File: config.mk
export PLATFORM = sky130hd
export DESIGN_NAME = mul_unit
export DESIGN_NICKNAME = d
export VERILOG_FILES = /design/src/hdl/mul_pkg.sv /design/src/hdl/mul_ctrl.sv /design/src/hdl/mul_step_counter.sv /design/src/hdl/booth_accum.sv /design/src/hdl/mul_result_sel.sv /design/src/hdl/mul_unit.sv
export VERILOG_INCLUDE_DIRS = /design/src /design/src/hdl
export SDC_FILE = /design/constraint.sdc
export NUM_CORES = 1
export LEC_CHECK = 0
export BUFFER_PORTS_ARGS = -buffer_cell sky130_fd_sc_hd__buf_2
export CORE_MARGIN = 3
export CORE_UTILIZATION = 40
export CTS_BUF_LIST = sky130_fd_sc_hd__clkbuf_4 sky130_fd_sc_hd__clkbuf_8
export CTS_CLUSTER_DIAMETER = 200
export DETAILED_ROUTE_END_ITERATION = 6
export PLACE_DENSITY_LB_ADDON = 0.2
export SYNTH_ARGS = -nofsm -noshare
export SYNTH_HDL_FRONTEND = slang
export SYNTH_SLANG_ARGS = --single-unit
export TNS_END_PERCENT = 10
File: constraint.sdc
create_clock -name clk -period 11.6 [get_ports clk]
set_input_delay 2.32 -clock clk [delete_from_list [all_inputs] [get_ports clk]]
set_output_delay 2.32 -clock clk [all_outputs]
set_load 0.1 [all_outputs]
File: src/hdl/mul_defs.svh
`ifndef MUL_DEFS_SVH
`define MUL_DEFS_SVH

// data path widths
`define MUL_XLEN    64
`define MUL_EXT_W   66  // room for a zero-extended operand's sign
`define MUL_PROD_W  132
`define MUL_STEPS   33  // two multiplier bits per booth step

// funct3 values for the 64-bit ops
`define MUL_OP_MUL    3'd0
`define MUL_OP_MULH   3'd1
`define MUL_OP_MULHSU 3'd2
`define MUL_OP_MULHU  3'd3
// word op comes from OP-32 and gets a spare code
`define MUL_OP_MULW   3'd4

`endif

File: src/hdl/mul_pkg.sv
`include "mul_defs.svh"

package mul_pkg;

	typedef logic [`MUL_XLEN-1:0]   xlen_t;
	typedef logic [`MUL_EXT_W-1:0]  ext_t;
	typedef logic [`MUL_PROD_W-1:0] prod_t;

	// wide enough for MUL_STEPS-1
	typedef logic [5:0] step_cnt_t;

	typedef enum logic [2:0] {
		OP_MUL    = `MUL_OP_MUL,
		OP_MULH   = `MUL_OP_MULH,
		OP_MULHSU = `MUL_OP_MULHSU,
		OP_MULHU  = `MUL_OP_MULHU,
		OP_MULW   = `MUL_OP_MULW
	} mul_op_t;

	typedef enum logic [1:0] {
		MS_IDLE = 2'd0,
		MS_LOAD = 2'd1,
		MS_STEP = 2'd2,
		MS_DONE = 2'd3
	} mul_state_t;

endpackage

File: src/hdl/mul_ctrl.sv
`timescale 1ns/1ps

module mul_ctrl (
	input  logic clk,
	input  logic rst_n,
	input  logic valid,
	input  logic last,
	output logic start,
	output logic load,
	output logic step,
	output logic done,
	output logic stall
);
	import mul_pkg::*;

	mul_state_t state;
	mul_state_t state_nxt;

	// the held request is still up in the done cycle, so it must not restart
	assign start = (state == MS_IDLE) && valid && !done;
	assign load  = (state == MS_LOAD);
	assign step  = (state == MS_STEP);
	assign stall = valid && !done;

	always_comb begin
		state_nxt = state;
		case (state)
			MS_IDLE: begin
				if (start)
					state_nxt = MS_LOAD;
			end
			MS_LOAD: begin
				state_nxt = MS_STEP;
			end
			MS_STEP: begin
				if (last)
					state_nxt = MS_DONE;  // result_sel takes the slice here
			end
			MS_DONE: begin
				state_nxt = MS_IDLE;
			end
			default: begin
				state_nxt = MS_IDLE;
			end
		endcase
	end

	always_ff @(posedge clk or negedge rst_n) begin
		if (!rst_n) begin
			state <= MS_IDLE;
			done  <= 1'b0;
		end else begin
			state <= state_nxt;
			done  <= (state == MS_DONE);  // pulse in the cycle after MS_DONE
		end
	end

	// one done pulse per operation
	a_done_pulse: assert property (
		@(posedge clk) disable iff (!rst_n)
		done |=> !done
	);

endmodule

File: src/hdl/mul_step_counter.sv
`timescale 1ns/1ps
`include "mul_defs.svh"

module mul_step_counter (
	input  logic clk,
	input  logic rst_n,
	input  logic start,
	input  logic step,
	output logic last
);
	import mul_pkg::*;

	step_cnt_t count;
	logic      armed;  // an operation still owns the count

	always_ff @(posedge clk or negedge rst_n) begin
		if (!rst_n) begin
			count <= '0;
			armed <= 1'b0;
		end else if (start) begin
			count <= step_cnt_t'(`MUL_STEPS - 1);
			armed <= 1'b1;
		end else if (step) begin
			if (count != '0)
				count <= count - step_cnt_t'(1);
			else
				armed <= 1'b0;  // final step taken
		end
	end

	assign last = armed && (count == '0);

	// controller has to leave MS_STEP after the last step
	a_no_underflow: assert property (
		@(posedge clk) disable iff (!rst_n)
		(step && (count == '0)) |-> armed
	);

endmodule

File: src/hdl/booth_accum.sv
`timescale 1ns/1ps
`include "mul_defs.svh"

module booth_accum (
	input  logic             clk,
	input  logic             rst_n,
	input  logic             load,
	input  logic             step,
	input  mul_pkg::mul_op_t op,
	input  mul_pkg::xlen_t   src1,
	input  mul_pkg::xlen_t   src2,
	output mul_pkg::prod_t   product
);
	import mul_pkg::*;

	logic       src1_signed;
	logic       src2_signed;
	ext_t       ext1;
	ext_t       ext2;
	prod_t      mcand;   // multiplicand at product width
	ext_t       mplier;  // multiplier bits not yet recoded
	logic [2:0] trip;    // booth window for the next step
	prod_t      acc;
	prod_t      pp;

	// mulhu is unsigned on both sides and mulhsu only on src2
	always_comb begin
		src1_signed = (op != OP_MULHU);
		src2_signed = (op == OP_MUL) || (op == OP_MULH) || (op == OP_MULW);
	end

	assign ext1 = {{(`MUL_EXT_W - `MUL_XLEN){src1_signed & src1[`MUL_XLEN-1]}}, src1};
	assign ext2 = {{(`MUL_EXT_W - `MUL_XLEN){src2_signed & src2[`MUL_XLEN-1]}}, src2};

	// radix-4 recode of the window into 0, +-1, +-2 times mcand
	always_comb begin
		case (trip)
			3'b001, 3'b010: begin
				pp = mcand;
			end
			3'b011: begin
				pp = mcand << 1;
			end
			3'b100: begin
				pp = prod_t'(0) - (mcand << 1);
			end
			3'b101, 3'b110: begin
				pp = prod_t'(0) - mcand;
			end
			default: begin
				pp = '0;  // 000 and 111
			end
		endcase
	end

	// running sum with this step's partial product already in it
	assign product = acc + pp;

	always_ff @(posedge clk) begin
		if (load) begin
			mcand  <= {{(`MUL_PROD_W - `MUL_EXT_W){ext1[`MUL_EXT_W-1]}}, ext1};
			mplier <= ext2;
		end else if (step) begin
			mcand  <= mcand << 2;
			mplier <= ext_t'($signed(mplier) >>> 2);
		end
	end

	always_ff @(posedge clk or negedge rst_n) begin
		if (!rst_n) begin
			acc  <= '0;
			trip <= '0;
		end else if (load) begin
			acc  <= '0;
			trip <= {ext2[1:0], 1'b0};  // implicit zero below bit 0
		end else if (step) begin
			acc  <= product;
			trip <= mplier[3:1];  // overlaps the previous window by one bit
		end
	end

	// the step sequence starts right after the operands are captured
	a_load_then_step: assert property (
		@(posedge clk) disable iff (!rst_n)
		load |=> step
	);

endmodule

File: src/hdl/mul_result_sel.sv
`timescale 1ns/1ps
`include "mul_defs.svh"

module mul_result_sel (
	input  logic             clk,
	input  logic             rst_n,
	input  logic             start,
	input  logic             last,
	input  mul_pkg::mul_op_t op,
	input  mul_pkg::prod_t   product,
	output mul_pkg::xlen_t   result
);
	import mul_pkg::*;

	localparam int HALF = `MUL_XLEN / 2;

	mul_op_t op_q;
	xlen_t   slice;

	always_ff @(posedge clk) begin
		if (start)
			op_q <= op;
	end

	always_comb begin
		case (op_q)
			OP_MUL: begin
				slice = product[`MUL_XLEN-1:0];
			end
			OP_MULW: begin
				slice = {{HALF{product[HALF-1]}}, product[HALF-1:0]};
			end
			default: begin
				slice = product[2*`MUL_XLEN-1:`MUL_XLEN];  // upper word for the mulh ops
			end
		endcase
	end

	// product already holds the final sum on the last step edge
	always_ff @(posedge clk or negedge rst_n) begin
		if (!rst_n)
			result <= '0;
		else if (last)
			result <= slice;
	end

endmodule

File: src/hdl/mul_unit.sv
`timescale 1ns/1ps

module mul_unit (
	input  logic             clk,
	input  logic             rst_n,
	input  logic             valid,
	input  mul_pkg::mul_op_t op,
	input  mul_pkg::xlen_t   src1,
	input  mul_pkg::xlen_t   src2,
	output logic             stall,
	output logic             done,
	output mul_pkg::xlen_t   result
);
	import mul_pkg::*;

	logic  start;
	logic  load;
	logic  step;
	logic  last;
	prod_t product;

	mul_ctrl ctrl0 (
		.clk   (clk),
		.rst_n (rst_n),
		.valid (valid),
		.last  (last),
		.start (start),
		.load  (load),
		.step  (step),
		.done  (done),
		.stall (stall)
	);

	mul_step_counter cnt0 (
		.clk   (clk),
		.rst_n (rst_n),
		.start (start),
		.step  (step),
		.last  (last)
	);

	booth_accum accum0 (
		.clk     (clk),
		.rst_n   (rst_n),
		.load    (load),
		.step    (step),
		.op      (op),
		.src1    (src1),
		.src2    (src2),
		.product (product)
	);

	mul_result_sel res0 (
		.clk     (clk),
		.rst_n   (rst_n),
		.start   (start),
		.last    (last),
		.op      (op),
		.product (product),
		.result  (result)
	);

endmodule

Word level (Yosys, flattened, before mapping)
Cells that the tools add are included.
- add/sub/neg operators: 4
- eq/ne operators: 16
- mux-type cells: 19
- bitwise gates (word level): 2
- reduce and logical (&&, ||, !) cells: 20
- operators with widths (kind ; count):
    132-bit two-way mux ; 4
    132-bit one-hot mux with 4 select lines ; 1
    1-bit by 132-bit subtractor with 132-bit output, first input constant ; 2
    132-bit adder ; 1
    64-bit one-hot mux with 2 select lines ; 1
    66-bit two-way mux ; 1
    65-bit two-way mux ; 1
    6-bit two-way mux ; 3
    3-bit equality test, second input constant ; 5
    2-bit one-hot mux with 4 select lines ; 1
    3-bit by 1-bit equality test with 1-bit output, second input constant ; 2
    3-bit by 2-bit equality test with 1-bit output, second input constant ; 2
    3-bit zero test ; 2
    6-bit zero test ; 1
    3-bit two-way mux ; 2
    2-bit AND reduction ; 3
    2-bit nonzero test ; 3
    6-bit nonzero test ; 1
    6-bit by 1-bit subtractor with 6-bit output, second input constant ; 1
    2-bit equality test, second input constant ; 2
    1-bit logical AND ; 4
    2-bit two-way mux ; 2
    2-bit by 1-bit inequality test with 1-bit output, second input constant ; 2
    2-bit OR reduction ; 2
    other kinds (8) ; 12
- flip-flop bits (word level): 410
- bits of input ports: 134
- output and inout bits: 66
- logic and storage cells: 72

Longest topological paths before layout
- depth after elaboration: 6
- gate-level depth with buffers: 29
- mapped depth without buffers: 27

Hierarchy
A second synthesis with hierarchy kept.
- cells, all modules: 4035
- area, all modules: 34025.1 um^2
- by module, submodules not included (module ; times used ; cells each ; area an instance (um^2) ; seq. area each (um^2)):
    booth_accum ; 1 ; 3649 ; 30018.8 ; 9293.9
    mul_result_sel ; 1 ; 322 ; 3375.7 ; 1691.6
    mul_step_counter ; 1 ; 48 ; 429.2 ; 175.2
    mul_ctrl ; 1 ; 16 ; 201.4 ; 75.1

Worst setup path before layout
OpenSTA, ideal clock, no wires.
- path type: reg2reg
- from: register accum0.mcand[2]
- to: register accum0.acc[125]
- setup time: 120 ps
- arrival: 6476 ps
- path slack: 5004 ps
- cell stages (with the launch flop): 30
- buffers on the path: 4
- clock period less this slack: 6596 ps
- cell sequence: edfxtp_1 > buf_6 > or4_1 > buf_2 > or4_4 > nor3_4 > nand2_1 > or3_1 > or3_1 > clkbuf_1 > nor2_1 > nand2_1 > nor3_1 > nand2_1 > xnor2_1 > o21ai_0 > ha_1 > clkbuf_1 > nand2_1 > nor2_1 > nand2_1 > o211ai_1 > a221oi_1 > nand2_1 > a211oi_1 > o21ai_0 > a211oi_1 > o21ai_0 > xor2_1 > a31o_2
- cells in the longest elaborated chain, start to end: 5
- elaborated cells on any way between the ends: 6
- ends and longest elaborated chain (item ; line ; source):
    from (decl) ; booth_accum.sv:20 ; prod_t mcand;
    from (signal assigned) ; booth_accum.sv:61 ; mcand <= {{(`MUL_PROD_W - `MUL_EXT_W){ext1[`MUL_EXT_W-1]}}, ext1};
    from (signal assigned) ; booth_accum.sv:64 ; mcand <= mcand << 2;
    1-bit by 132-bit subtractor with 132-bit output, on equally long branches ; booth_accum.sv:48, booth_accum.sv:45 ;
    132-bit one-hot mux with 4 select lines * ; booth_accum.sv:37 ; case (trip)
    132-bit adder * ; booth_accum.sv:57 ; assign product = acc + pp;
    132-bit two-way mux * ; booth_accum.sv:76 ; end else if (step) begin
    132-bit two-way mux * ; booth_accum.sv:73 ; end else if (load) begin
    to (signal assigned) ; booth_accum.sv:77 ; acc <= product;
    to (decl) ; booth_accum.sv:23 ; prod_t acc;
Mark *: on every way between the ends. The rest lies on a longest branch, timed or not. The select of a mux whose other input is x is not followed.
A chain may end at the register's enable or synchronous reset.

Final worst setup path
Ends and elaborated chain as after synthesis.

==> impl_metrics.json <==
{
  "final-instance-count-excl-fill": 4888,
  "ys_seq_elements": 401,
  "cts_num_sinks": 401,
  "dp_cells": 4745,
  "endpoint_kind": "register",
  "dpl_cell_area_mm2": 0.0333,
  "reg2reg_slack_ns": 3.02,
  "place_hpwl_mm": 93.4,
  "maxCapViolCount": 0,
  "fp.dieArea_mm2": 0.0823,
  "ys_seq_area_frac": 0.349,
  "syn-instance-count": 3723,
  "worstSetupStartpointType": "register",
  "first_pass_iters": 6,
  "netlist_top_cells_area": "edfxtp_1 19%, dfrtp_1 16%, o21ai_0 6.1%, ha_1 5.3%, xnor2_1 4.9%",
  "htreeDepth": 3,
  "cp-startpoint": "accum0.mcand[2]",
  "synthArstFlopShare": 0.511,
  "core_area_mm2": 0.0778,
  "clk_pin_slew_ns": 0.06,
  "ys.flop_type": "dfrtp_1",
  "rsz0062_at_grt": "no",
  "ff_latch_area_mm2": 0.0110,
  "status": "finished, final reports clean",
  "setup_violations": 0,
  "clockBufferDepth": 3,
  "fin_crit_ns": 8.58,
  "grt_pass1_vias": 28412,
  "cts_setup_buffers": 0,
  "hold_violations": 0,
  "area_growth_pct": 10.8,
  "via_per_inst": 6.20,
  "start_util": 0.405,
  "arrival_ns": 9.12,
  "fin_tns_setup_ns": 0,
  "yosysTopAreaCell": "edfxtp_1",
  "cts_tree": "yes",
  "synth_cell_types": 82,
  "io_pins": 200,
  "tightest_slew_ns": 1.18,
  "route.antenna.remaining_nets": 0,
  "synth_edf_count": 196,
  "worstHoldPathType": "reg2reg",
  "crit_path_max_fanout": 9,
  "yosysWarningCount": 0,
  "synth_area_mm2": 0.0316,
  "nFillCells": 7784,
  "yosysTopAreaCellShare": 0.187,
  "synth_nets": 3992,
  "cp.required_ns": 12.15,
  "routabilityCongestion": 0.997,
  "timing.fmax_ghz": 0.117,
  "fin_worst_skew_ns": 0.0421,
  "dieHeight_um": 287,
  "insertion_delay_ns": 0.68,
  "vias": 30311,
  "timing.final.crit_share": 0.739,
  "grt_max_degree": 150,
  "numCtsBuffers": 77,
  "final_util": 0.449,
  "worstRegToRegCells": 24,
  "drive_gt1_frac": 0.144,
  "critPathKind": "reg2reg",
  "cts_resized": 0,
  "route.detailed.drc": 0,
  "drt_iter0_markers": 3344,
  "finalInstanceArea_mm2": 0.0350,
  "multi_input_area_mm2": 0.0192,
  "grt_antenna_before_repair": 12,
  "synth_area_per_cell_um2": 8.48,
  "io_buffer_count": 199,
  "fin_nets": 4053,
  "wirelength_mm": 124,
  "grt_pass1_wl_mm": 185,
  "cts_root_buffer": "clkbuf_8",
  "cts-hold-fix-buffers": 0,
  "grt-ovfl-total": 0,
  "reg2reg_to": "accum0.acc[125]",
  "fp.dieW_um": 287,
  "maxSlewHeadroom": 0.204,
  "r2r-start": "accum0.mcand[2]",
  "crit_end": "accum0.acc[125]",
  "drt-wirelength-per-cell_um": 25.4,
  "maxSlewViolCount": 0,
  "grt_use_total": 0.294,
  "rows": 102
}
## state kept, by name, summed over array words and instances (netlist names)
name / count
res0.op_q: 3
accum0.mcand: 128
accum0.mplier: 65
res0.result: 64
ctrl0.done: 1
cnt0.count: 6
accum0.acc: 128
accum0.trip: 3
cnt0.armed: 1
ctrl0.state: 2
## critical path, cell delays in order (launching register included)
cell and delay, ns:
edfxtp_1 0.52, or4_1 0.70, or4_4 0.54, nor2_1 0.34, nand2_1 0.23, nor4_1 0.49, nand3_1 0.15, a21boi_0 0.41
a21oi_1 0.13, nor2_1 0.11, a21oi_1 0.05, a21oi_1 0.21, ha_1 0.32, nand2_1 0.20, o21ai_0 0.15, a21oi_1 0.32
o21ai_0 0.15, a22oi_1 0.41, a21oi_1 0.14, a211oi_1 0.64, o21ai_0 0.42, a211oi_1 1.03, o21ai_0 0.30, xor2_1 0.22
a31o_2 0.26
## cell usage after synthesis (12+ instances only)
library cell,number
nand2b_1,23
and2_1,15
o221ai_1,23
nand3_1,51
nor2_1,294
inv_1,119
clkbuf_1,239
o22ai_1,29
nor4_1,35
and4_1,12
a21oi_1,287
a221oi_1,48
xor2_1,92
o211ai_1,14
edfxtp_1,196
a211oi_1,19
nor2b_1,17
or4_1,20
a31oi_1,42
a22o_1,31
a21boi_0,18
o21ai_0,384
and3_1,14
o2bb2ai_1,91
nand2_1,386
nor3_1,94
a21o_1,56
ha_1,134
a22oi_1,62
buf_1,17
xnor2_1,177
dfrtp_1,205
or2_2,13
or3_1,44
mux2_2,125
mux2i_1,26
nand4_1,69
o21a_1,24
o21bai_1,44
o31ai_1,20
## per-layer routing
layer / GRT usage / up-vias / share of wire
li1: - / 13959 / -
met1: 0.418 / 14609 / 0.44
met2: 0.430 / 1491 / 0.42
met3: 0.0745 / 240 / 0.10
met4: 0.106 / 12 / 0.037
met5: 0 / - / 0.00068
## cells in the final DEF, fill, tap and decap left out, types with 42 or more instances in the layout
cell / instances
a21o_1: 56
a21oi_1: 287
a221oi_1: 48
a22oi_1: 62
a31oi_1: 42
buf_2: 198
buf_4: 45
clkbuf_8: 91
dfrtp_1: 202
edfxtp_1: 196
ha_1: 132
inv_1: 119
mux2_2: 125
nand2_1: 383
nand3_1: 50
nand4_1: 69
nor2_1: 286
nor3_1: 94
o21ai_0: 384
o21bai_1: 44
o2bb2ai_1: 91
or3_1: 44
xnor2_1: 177
xor2_1: 92
## metrics by stage
| step | hold slack (ns) | setup slack [ns] |
|---|---|---|
| 6_report | 0.468 | 3.02 |
| 5_1_grt | 0.494 | 2.45 |
| 4_1_cts | 0.478 | 3.18 |
| 3_5_place_dp | 0.464 | 3.28 |
| 3_3_place_gp | 0.448 | 3.31 |
| 2_1_floorplan | 0.455 | 5.00 |
## how the worst min path moves through the flow
| stage | start | end | slack (ns) | cells past startpoint |
|---|---|---|---|---|
| 5_1_grt | res0.result[13] | res0.result[13] | 0.49 | 2 |
| 2_1_floorplan | accum0.mplier[1] | accum0.trip[0] | 0.45 | 2 |
| 3_3_place_gp | res0.result[3] | res0.result[3] | 0.45 | 2 |
| 6_report | res0.result[0] | res0.result[0] | 0.47 | 2 |
| 4_1_cts | res0.result[31] | res0.result[31] | 0.48 | 1 |
| 3_5_place_dp | res0.result[31] | res0.result[31] | 0.46 | 1 |
## cells by family (layout without fill, tap and decap cells)
| logic type | Yosys count | after routing | synth area share |
|---|---|---|---|
| fa+ha+maj | 135 | 135 | 0.0538 |
| mux | 151 | 151 | 0.0529 |
| simple gates | 1118 | 1118 | 0.166 |
| flops | 401 | 401 | 0.349 |
| xor+xnor | 269 | 269 | 0.0747 |
| compound gates | 1264 | 1264 | 0.257 |
| other cells | 0 | 5 | 0 |
| buf+inv | 385 | 505 | 0.0463 |
## final cells by class
cell class,count,share of cell area
Inverter,122,0.0132
Multi-Input combinational cell,2937,0.548
Antenna cell,5,0.000358
Clock inverter,29,0.00769
Timing Repair Buffer,245,0.0390
Tap cell,1040,0.0372
Sequential cell,401,0.315
Clock buffer,109,0.0397
Power is not shown: default switching activity piles up to over one toggle a cycle in this logic, so the estimate is an artifact.
